**config.mk**
```make
export PLATFORM = sky130hd
export DESIGN_NAME = procHier
export DESIGN_NICKNAME = d
export VERILOG_FILES = /design/src/logic/coreTypes.sv /design/src/logic/decodeStage.sv /design/src/logic/executeStage.sv /design/src/logic/fetchStage.sv /design/src/logic/memoryStage.sv /design/src/logic/procHier.sv
export SDC_FILE = /design/constraint.sdc
export NUM_CORES = 2
export LEC_CHECK = 0
export ABC_AREA = 1
export ABC_CLOCK_PERIOD_IN_PS = 5100
export BUFFER_PORTS_ARGS = -buffer_cell sky130_fd_sc_hd__buf_2
export CAP_MARGIN = 0
export CORE_MARGIN = 2
export CORE_UTILIZATION = 50
export DETAILED_ROUTE_END_ITERATION = 6
export GPL_ROUTABILITY_DRIVEN = 0
export PLACE_DENSITY = 0.79
export SLEW_MARGIN = 20
export SYNTH_ARGS = -nofsm -noshare
export SYNTH_HDL_FRONTEND = slang
export SYNTH_SLANG_ARGS = --single-unit
```
**constraint.sdc**
```tcl
create_clock -name clk -period 5.1 [get_ports clk]
set_input_delay 0.765 -clock clk [delete_from_list [all_inputs] [get_ports clk]]
set_output_delay 0.765 -clock clk [all_outputs]
set_load 0.1 [all_outputs]
```
**src/logic/coreTypes.sv**
```systemverilog
`default_nettype none

package coreTypes;

   typedef logic [31:0] wordT;
   typedef logic [31:0] addrT;
   typedef logic [2:0]  regIdxT;
   typedef logic [31:0] instrT;

   typedef enum logic [2:0] {
      opAdd,
      opSub,
      opAnd,
      opOr,
      opXor,
      opPass
   } aluOpT;

   // Decode to execute
   typedef struct packed {
      addrT   pc;
      wordT   a;
      wordT   b;
      wordT   storeData;
      regIdxT rd;
      aluOpT  aluOp;
      logic   regWrite;
      logic   memRead;
      logic   memWrite;
      logic   isBranch;
      logic   branchOnEqual;
      logic   valid;
      addrT   branchTarget;
   } decodedT;

   // Execute to memory with the result doubling as the data address
   typedef struct packed {
      addrT   pc;
      wordT   result;
      wordT   storeData;
      regIdxT rd;
      logic   regWrite;
      logic   memRead;
      logic   memWrite;
      logic   valid;
   } execResultT;

   typedef struct packed {
      logic   valid;
      addrT   pc;
      logic   regWrite;
      regIdxT rd;
      wordT   writeValue;
      logic   memRead;
      logic   memWrite;
      addrT   memAddress;
      wordT   memData;
   } retireT;

   typedef struct packed {
      logic   regWrite;
      regIdxT rd;
      wordT   value;
   } writebackT;

endpackage

`default_nettype wire

```
**src/logic/decodeStage.sv**
```systemverilog
`timescale 1ns/1ps
`default_nettype none

module decodeStage (
   input  wire logic                 clk,
   input  wire logic                 rstN,
   input  wire logic                 hold,
   input  wire logic                 flush,
   input  wire coreTypes::addrT      fetchPc,
   input  wire coreTypes::instrT     fetchInstr,
   input  wire logic                 fetchValid,
   input  wire coreTypes::writebackT execBypass,
   input  wire logic                 execIsLoad,
   input  wire coreTypes::writebackT writeback,
   output logic                      loadUseStall,
   output coreTypes::decodedT        decoded
);
   import coreTypes::*;

   localparam logic [6:0] opcodeReg    = 7'b0110011;
   localparam logic [6:0] opcodeImm    = 7'b0010011;
   localparam logic [6:0] opcodeLoad   = 7'b0000011;
   localparam logic [6:0] opcodeStore  = 7'b0100011;
   localparam logic [6:0] opcodeBranch = 7'b1100011;

   wordT       regs [8];
   logic [6:0] opcode;
   logic [2:0] funct3;
   logic [6:0] funct7;
   regIdxT     rs1;
   regIdxT     rs2;
   wordT       immI;
   wordT       immS;
   wordT       immB;
   wordT       rs1Value;
   wordT       rs2Value;
   logic       usesRs2;
   decodedT    decodedNext;

   // Youngest producer wins
   function automatic wordT pickOperand(regIdxT idx, wordT fileValue,
                                        writebackT fromExec, writebackT fromMem);
      if (idx == '0) begin
         return '0;
      end
      if (fromExec.regWrite && fromExec.rd == idx) begin
         return fromExec.value;
      end
      if (fromMem.regWrite && fromMem.rd == idx) begin
         return fromMem.value;
      end
      return fileValue;
   endfunction

   assign opcode = fetchInstr[6:0];
   assign funct3 = fetchInstr[14:12];
   assign funct7 = fetchInstr[31:25];
   // Upper index bits ignored with only eight registers
   assign rs1    = fetchInstr[17:15];
   assign rs2    = fetchInstr[22:20];

   assign immI = {{20{fetchInstr[31]}}, fetchInstr[31:20]};
   assign immS = {{20{fetchInstr[31]}}, fetchInstr[31:25], fetchInstr[11:7]};
   assign immB = {{19{fetchInstr[31]}}, fetchInstr[31], fetchInstr[7],
                  fetchInstr[30:25], fetchInstr[11:8], 1'b0};

   assign rs1Value = pickOperand(rs1, regs[rs1], execBypass, writeback);
   assign rs2Value = pickOperand(rs2, regs[rs2], execBypass, writeback);

   always_comb begin
      decodedNext              = '0;
      decodedNext.pc           = fetchPc;
      decodedNext.a            = rs1Value;
      decodedNext.b            = rs2Value;
      decodedNext.storeData    = rs2Value;
      decodedNext.rd           = fetchInstr[9:7];
      decodedNext.aluOp        = opPass;
      decodedNext.valid        = fetchValid;
      decodedNext.branchTarget = fetchPc + immB;
      usesRs2                  = 1'b0;
      case (opcode)
         opcodeReg: begin
            usesRs2              = 1'b1;
            decodedNext.regWrite = 1'b1;
            case ({funct7, funct3})
               {7'b0000000, 3'b000}: decodedNext.aluOp = opAdd;
               {7'b0100000, 3'b000}: decodedNext.aluOp = opSub;
               {7'b0000000, 3'b111}: decodedNext.aluOp = opAnd;
               {7'b0000000, 3'b110}: decodedNext.aluOp = opOr;
               {7'b0000000, 3'b100}: decodedNext.aluOp = opXor;
               default: decodedNext.regWrite = 1'b0;
            endcase
         end
         opcodeImm: begin
            if (funct3 == 3'b000) begin
               decodedNext.aluOp    = opAdd;
               decodedNext.b        = immI;
               decodedNext.regWrite = 1'b1;
            end
         end
         opcodeLoad: begin
            if (funct3 == 3'b010) begin
               decodedNext.aluOp    = opAdd;
               decodedNext.b        = immI;
               decodedNext.regWrite = 1'b1;
               decodedNext.memRead  = 1'b1;
            end
         end
         opcodeStore: begin
            usesRs2 = 1'b1;
            if (funct3 == 3'b010) begin
               decodedNext.aluOp    = opAdd;
               decodedNext.b        = immS;
               decodedNext.memWrite = 1'b1;
            end
         end
         opcodeBranch: begin
            usesRs2 = 1'b1;
            if (funct3 == 3'b000 || funct3 == 3'b001) begin
               decodedNext.aluOp         = opSub;
               decodedNext.isBranch      = 1'b1;
               decodedNext.branchOnEqual = (funct3 == 3'b000);
            end
         end
         default: begin
            // Anything else retires as a no-op
            decodedNext.aluOp = opPass;
         end
      endcase
   end

   // Load value is not ready until the memory stage
   assign loadUseStall = fetchValid && execIsLoad && execBypass.rd != '0 &&
                         (execBypass.rd == rs1 || (usesRs2 && execBypass.rd == rs2));

   always_ff @(posedge clk or negedge rstN) begin
      if (!rstN) begin
         for (int i = 0; i < 8; i++) begin
            regs[i] <= '0;
         end
      end else if (writeback.regWrite && writeback.rd != '0) begin
         regs[writeback.rd] <= writeback.value;
      end
   end

   always_ff @(posedge clk or negedge rstN) begin
      if (!rstN) begin
         decoded <= '0;
      end else if (!hold) begin
         if (flush || loadUseStall) begin
            decoded <= '0;
         end else begin
            decoded <= decodedNext;
         end
      end
   end

endmodule

`default_nettype wire

```
**src/logic/executeStage.sv**
```systemverilog
`timescale 1ns/1ps
`default_nettype none

module executeStage (
   input  wire logic               clk,
   input  wire logic               rstN,
   input  wire logic               hold,
   input  wire coreTypes::decodedT decoded,
   output coreTypes::writebackT    execBypass,
   output logic                    execIsLoad,
   output logic                    redirectValid,
   output coreTypes::addrT         redirect,
   output coreTypes::execResultT   execResult
);
   import coreTypes::*;

   wordT aluResult;
   logic operandsEqual;

   always_comb begin
      case (decoded.aluOp)
         opAdd:   aluResult = decoded.a + decoded.b;
         opSub:   aluResult = decoded.a - decoded.b;
         opAnd:   aluResult = decoded.a & decoded.b;
         opOr:    aluResult = decoded.a | decoded.b;
         opXor:   aluResult = decoded.a ^ decoded.b;
         opPass:  aluResult = decoded.b;
         default: aluResult = decoded.b;
      endcase
   end

   assign operandsEqual = (decoded.a == decoded.b);

   // BEQ when equal, BNE when not
   assign redirectValid = decoded.valid && decoded.isBranch &&
                          (operandsEqual == decoded.branchOnEqual);
   assign redirect      = decoded.branchTarget;

   assign execBypass.regWrite = decoded.valid && decoded.regWrite;
   assign execBypass.rd       = decoded.rd;
   assign execBypass.value    = aluResult;
   assign execIsLoad          = decoded.valid && decoded.memRead;

   always_ff @(posedge clk or negedge rstN) begin
      if (!rstN) begin
         execResult <= '0;
      end else if (!hold) begin
         execResult.pc        <= decoded.pc;
         execResult.result    <= aluResult;
         execResult.storeData <= decoded.storeData;
         execResult.rd        <= decoded.rd;
         execResult.regWrite  <= decoded.regWrite;
         execResult.memRead   <= decoded.memRead;
         execResult.memWrite  <= decoded.memWrite;
         execResult.valid     <= decoded.valid;
      end
   end

endmodule

`default_nettype wire

```
**src/logic/fetchStage.sv**
```systemverilog
`timescale 1ns/1ps
`default_nettype none

module fetchStage #(
   parameter coreTypes::addrT resetPc = '0
) (
   input  wire logic            clk,
   input  wire logic            rstN,
   input  wire logic            hold,
   input  wire logic            redirectValid,
   input  wire coreTypes::addrT redirect,
   input  wire coreTypes::instrT instrData,
   output coreTypes::addrT      instrAddr,
   output coreTypes::addrT      fetchPc,
   output coreTypes::instrT     fetchInstr,
   output logic                 fetchValid
);
   import coreTypes::*;

   addrT pc;

   // Instruction memory answers in the same cycle
   assign instrAddr = pc;

   always_ff @(posedge clk or negedge rstN) begin
      if (!rstN) begin
         pc         <= resetPc;
         fetchPc    <= '0;
         fetchInstr <= '0;
         fetchValid <= 1'b0;
      end else if (!hold) begin
         if (redirectValid) begin
            // Wrong-path instruction is dropped here
            pc         <= redirect;
            fetchValid <= 1'b0;
         end else begin
            pc         <= pc + 32'd4;
            fetchPc    <= pc;
            fetchInstr <= instrData;
            fetchValid <= 1'b1;
         end
      end
   end

endmodule

`default_nettype wire

```
**src/logic/memoryStage.sv**
```systemverilog
`timescale 1ns/1ps
`default_nettype none

module memoryStage (
   input  wire logic                  clk,
   input  wire logic                  rstN,
   input  wire coreTypes::execResultT execResult,
   input  wire logic                  wbAck,
   input  wire coreTypes::wordT       wbDatRd,
   output logic                       memBusy,
   output logic                       wbCyc,
   output logic                       wbStb,
   output logic                       wbWe,
   output coreTypes::addrT            wbAdr,
   output coreTypes::wordT            wbDatWr,
   output coreTypes::writebackT       writeback,
   output coreTypes::retireT          retire
);
   import coreTypes::*;

   logic memRequest;
   logic ackLast;
   logic transferDone;
   logic complete;

   assign memRequest = execResult.valid && (execResult.memRead || execResult.memWrite);

   // Bus stays idle for one cycle after every ack
   assign wbCyc   = memRequest && !ackLast;
   assign wbStb   = wbCyc;
   assign wbWe    = execResult.memWrite;
   assign wbAdr   = execResult.result;
   assign wbDatWr = execResult.storeData;

   assign transferDone = wbStb && wbAck;
   assign memBusy      = memRequest && !transferDone;
   assign complete     = execResult.valid && !memBusy;

   always_ff @(posedge clk or negedge rstN) begin
      if (!rstN) begin
         ackLast <= 1'b0;
      end else begin
         ackLast <= transferDone;
      end
   end

   // Into the register file at the end of this cycle
   assign writeback.regWrite = complete && execResult.regWrite;
   assign writeback.rd       = execResult.rd;
   assign writeback.value    = execResult.memRead ? wbDatRd : execResult.result;

   always_ff @(posedge clk or negedge rstN) begin
      if (!rstN) begin
         retire <= '0;
      end else begin
         retire.valid      <= complete;
         retire.pc         <= execResult.pc;
         retire.regWrite   <= execResult.regWrite;
         retire.rd         <= execResult.rd;
         retire.writeValue <= writeback.value;
         retire.memRead    <= execResult.memRead;
         retire.memWrite   <= execResult.memWrite;
         retire.memAddress <= execResult.result;
         if (execResult.memWrite) begin
            retire.memData <= execResult.storeData;
         end else if (execResult.memRead) begin
            retire.memData <= wbDatRd;
         end else begin
            retire.memData <= '0;
         end
      end
   end

endmodule

`default_nettype wire

```
**src/logic/procHier.sv**
```systemverilog
`timescale 1ns/1ps
`default_nettype none

module procHier #(
   parameter coreTypes::addrT resetPc = '0
) (
   input  wire logic             clk,
   input  wire logic             rstN,
   input  wire coreTypes::instrT instrData,
   input  wire logic             wbAck,
   input  wire coreTypes::wordT  wbDatRd,
   output coreTypes::addrT       instrAddr,
   output logic                  wbCyc,
   output logic                  wbStb,
   output logic                  wbWe,
   output coreTypes::addrT       wbAdr,
   output coreTypes::wordT       wbDatWr,
   output coreTypes::retireT     retire
);
   import coreTypes::*;

   addrT       fetchPc;
   instrT      fetchInstr;
   logic       fetchValid;
   decodedT    decoded;
   execResultT execResult;
   writebackT  execBypass;
   writebackT  writeback;
   logic       execIsLoad;
   logic       redirectValid;
   addrT       redirect;
   logic       memBusy;
   logic       loadUseStall;

   fetchStage #(
      .resetPc(resetPc)
   ) fetch (
      .clk          (clk),
      .rstN         (rstN),
      .hold         (memBusy || loadUseStall),
      .redirectValid(redirectValid),
      .redirect     (redirect),
      .instrData    (instrData),
      .instrAddr    (instrAddr),
      .fetchPc      (fetchPc),
      .fetchInstr   (fetchInstr),
      .fetchValid   (fetchValid)
   );

   // Load-use stall sends a bubble forward rather than holding execute
   decodeStage decode (
      .clk         (clk),
      .rstN        (rstN),
      .hold        (memBusy),
      .flush       (redirectValid),
      .fetchPc     (fetchPc),
      .fetchInstr  (fetchInstr),
      .fetchValid  (fetchValid),
      .execBypass  (execBypass),
      .execIsLoad  (execIsLoad),
      .writeback   (writeback),
      .loadUseStall(loadUseStall),
      .decoded     (decoded)
   );

   executeStage execute (
      .clk          (clk),
      .rstN         (rstN),
      .hold         (memBusy),
      .decoded      (decoded),
      .execBypass   (execBypass),
      .execIsLoad   (execIsLoad),
      .redirectValid(redirectValid),
      .redirect     (redirect),
      .execResult   (execResult)
   );

   memoryStage memory (
      .clk       (clk),
      .rstN      (rstN),
      .execResult(execResult),
      .wbAck     (wbAck),
      .wbDatRd   (wbDatRd),
      .memBusy   (memBusy),
      .wbCyc     (wbCyc),
      .wbStb     (wbStb),
      .wbWe      (wbWe),
      .wbAdr     (wbAdr),
      .wbDatWr   (wbDatWr),
      .writeback (writeback),
      .retire    (retire)
   );

endmodule

`default_nettype wire

```
==> metrics.md <==
| Metric | Value |
|---|---|
| Status | finished, violations left |
| Violations in the final reports | DRC |
| Worst reg2reg endpoint | decode.decoded[112] |
| Biggest area consumer among synthesized cells | sky130_fd_sc_hd__dfrtp_1 |
| Total congestion overflow after global routing | 0 |
| Compound-cell area share of the yosys netlist | 0.188 |
| Routed wire per std cell | 20.6 um |
| Worst slew pin tran | 1110 ps |
| Final HPWL from detailed placement | 95400 um |
| Cell chosen for the clock root | sky130_fd_sc_hd__clkbuf_16 |
| Num rows | 107 |
| Clock buffer count from CTS | 83 |
| Start point of the critical path | decode.decoded[100] |
| Latest clock arrival within the worst-skew pair | 670 ps |
| Cell count of the worst reg-to-reg path | 14 |
| Vertical extent of the die | 296 um |
| Core Area | 0.0847 mm^2 |
| Maximum clock skew at final layout | 32.1 ps |
| Clock tree sinks | 761 |
| Syn nets | 5803 |
| Proportion of layout cells with a drive suffix above 1 | 0.102 |
| Tightest slew margin relative to the limit | 0.256 |
| Total number of vias | 40400 |
| Tot Pwr | 20.3 mW |
| Top cells by count, synth | sky130_fd_sc_hd__nand2_1 (1584), sky130_fd_sc_hd__dfrtp_1 (761), sky130_fd_sc_hd__o21ai_0 (740) |
| Setup Viol. Count Final | 0 |
| Final nets | 5855 |
| Total standard cell area after synthesis | 0.0426 mm^2 |
| WL final | 141000 um |
| Final slew viol count | 0 |
| Adder and majority cell fraction of the synthesized area | 0.0396 |
| Residual antenna-violating net count after detailed routing | 0 |
| Largest net degree at the start of global routing | 243 |
| Distinct cells, synth | 64 |
| Worst reg2reg startpoint | decode.decoded[100] |
| R2R Setup Slk | 1010 ps |
| Parity-gate share of the synthesized area counting xor and xnor cells | 0.00823 |
| Setup tns final | 0 ps |
| Areal power density over the cells | 431 mW/mm^2 |
| Kind of end point of the critical path | flop |
| Final Cell Area | 0.0471 mm^2 |
| Multiplexer share of the synthesized area | 0.00714 |
| CTS tree | done |
| Via count of the first global-routing pass | 38000 |
| # IOs | 301 |
| Number of buffers on the longest clock path | 3 |
| Fraction of post-synthesis cell area in the top cell type by area | 0.447 |
| GR Util met1 | 0.413 |
| Number of synthesized flops with an enable pin | 0 |
| Initial core utilization | 0.503 |
| Clock Pin Slew Worst Setup and Hold Paths | 70 ps |
| H-tree lvl count | 3 |
| Average size of a mapped cell | 7.60 um^2 |
| Number of DRC violations after detailed routing | 1 |
| Count of warnings emitted by yosys | 0 |
| Async SR Flop Fraction | 1.00 |
| Data required, critical path | 5670 ps |
| Combinational family with the most area after synthesis | simple AND/OR/NAND/NOR gates |
| Maximum vdd ir drop | 552 uV |
| Sequential share of the synthesized area | 0.447 |
| Data arrival time at the worst-slack endpoint | 4650 ps |
| Global-route total usage across every layer | 0.317 |
| Post-layout minimum cycle time | 4090 ps |
| Routed via count divided by cell count | 5.89 |
| Leak Pwr | 23.3 nW |
| Layout overhead on the synthesized area | 10.6% |
| Port Buffers | 298 |
| TritonRoute pass-1 iters | 7 |
| Setup repair after global routing missed its margin | no |
| Die area | 0.0875 mm^2 |
| Cell area after placement | 0.0443 mm^2 |
| Worst Hold Margin | 103 ps |
| Met3 usage in global routing | 0.0812 |
| Synth Register Bits | 761 |
| Primary flip-flop cell chosen by synthesis mapping | sky130_fd_sc_hd__dfrtp_1 |
| Maximum fanout along the worst path | 22 |
| Fraction of met2 tracks used by global routing | 0.478 |
| Gates resized, CTS repair | 0 |
| Cell with the most instances after synthesis | sky130_fd_sc_hd__nand2_1 |
| Worst min-delay path category | input port to async pin |
| Hold buffers post-CTS | 0 |
| Initial antenna violation count | 5 |
| Initial detailed-routing violation count | 5787 |
| Final core area utilization | 0.556 |
| WS Path Type | flop to flop |
| First-pass GRT wire length | 216000 um |
| Die W | 296 um |
| Highest-utilization routing layer at the global route stage | met2 |
| Setup crit start kind | flop |
| Filler cell count in the final layout | 7620 |
| Count of buffers added by post-CTS timing repair for setup | 0 |
| Gate count after technology mapping | 5603 |
| Final hold violation count | 0 |
| Share of the clock period used by the worst path | 0.801 |
| Post-synthesis simple-gate area fraction | 0.203 |
| Number of max-cap violations | 0 |
| Fmax | 245 MHz |
| Cells taking the most area after synthesis | sky130_fd_sc_hd__dfrtp_1 (45%), sky130_fd_sc_hd__nand2_1 (14%), sky130_fd_sc_hd__o21ai_0 (8.7%) |
sequential cells by signal, indices dropped and copies added (netlist names):
name,flops
decode.regs,256
decode.decoded,171
memory.retire,135
execute.execResult,103
fetch.fetchPc,32
fetch.instrAddr,32
fetch.fetchInstr,30
fetch.fetchValid,1
memory.ackLast,1
layout make-up:
type	count	area, um^2	share of cell area
antenna	2	5.00	0.000106
clock buffer	117	2370	0.0504
clock inverter	26	407	0.00863
inverter	710	2680	0.0568
multi-input combinational	3737	19100	0.405
sequential	761	19100	0.404
tap	1144	1430	0.0304
timing repair buffer	362	2110	0.0447
stage by stage:
step	std cells	setup WS, ps
6_report	6859	1010
5_1_grt	6857	861
4_1_cts	6857	1180
3_5_place_dp	6714	1230
3_3_place_gp	6714	1330
2_1_floorplan	5603	1460
logic make-up (layout without fill, tap and decap cells):
| kind of cell | Yosys count | count (layout) |
|---|---|---|
| flops | 761 | 761 |
| simple gates | 2110 | 2110 |
| xor+xnor | 40 | 40 |
| buf+inv | 1105 | 1215 |
| compound gates | 1427 | 1427 |
| mux | 27 | 27 |
| fa+ha+maj | 133 | 133 |
| other cells | 0 | 2 |
worst max-delay path by stage:
stage | to | slack (ps) | depth (start not counted)
2_1_floorplan | wbStb | 1460 | 3
3_3_place_gp | decode.decoded[112] | 1330 | 14
3_5_place_dp | decode.decoded[135] | 1230 | 14
4_1_cts | decode.decoded[135] | 1180 | 14
5_1_grt | decode.decoded[112] | 860 | 14
6_report | decode.decoded[112] | 1010 | 14
layer usage:
metal  wire length [um]  up-vias
met1              52600    18900
met2              61000     2715
met5                 46        -
met3              18400      498
met4               9190        6
li1                   -    18300
critical path: stages (launching register included):
cell and delay (ps):
sky130_fd_sc_hd__dfrtp_1 410, sky130_fd_sc_hd__inv_1 100, sky130_fd_sc_hd__ha_1 440, sky130_fd_sc_hd__nor2_2 190
sky130_fd_sc_hd__nand2_1 210, sky130_fd_sc_hd__nor3_1 480, sky130_fd_sc_hd__nand4_1 180, sky130_fd_sc_hd__nand4_2 250
sky130_fd_sc_hd__inv_2 70, sky130_fd_sc_hd__nor2_4 120, sky130_fd_sc_hd__buf_4 330, sky130_fd_sc_hd__nand2_2 320
sky130_fd_sc_hd__inv_2 510, sky130_fd_sc_hd__o211ai_1 230, sky130_fd_sc_hd__o21ai_0 130
where the power goes:
part / total, mW / internal (mW) / leakage, nW / switching, mW
logic: 6.58 / 1.42 / 13.1 / 5.16
clock network: 6.23 / 3.66 / 1.37 / 2.58
registers: 7.49 / 6.86 / 8.85 / 0.627
total: 20.3 / 11.9 / 23.3 / 8.36
cell usage in the layout (no fill, tap or decap), drive strengths merged, types with 28 or more instances in the layout:
master	netlist	layout
nor3	34	34
ha	130	130
o22ai	100	100
o211ai	31	31
inv	706	708
nand2	1591	1591
o21ai	783	783
a211oi	28	28
clkbuf	227	117
a31oi	32	32
dfrtp	761	761
buf	168	362
o2111ai	52	52
a21oi	286	286
nor2	191	191
nand3	251	251
Power figures use the tool's default switching activity.
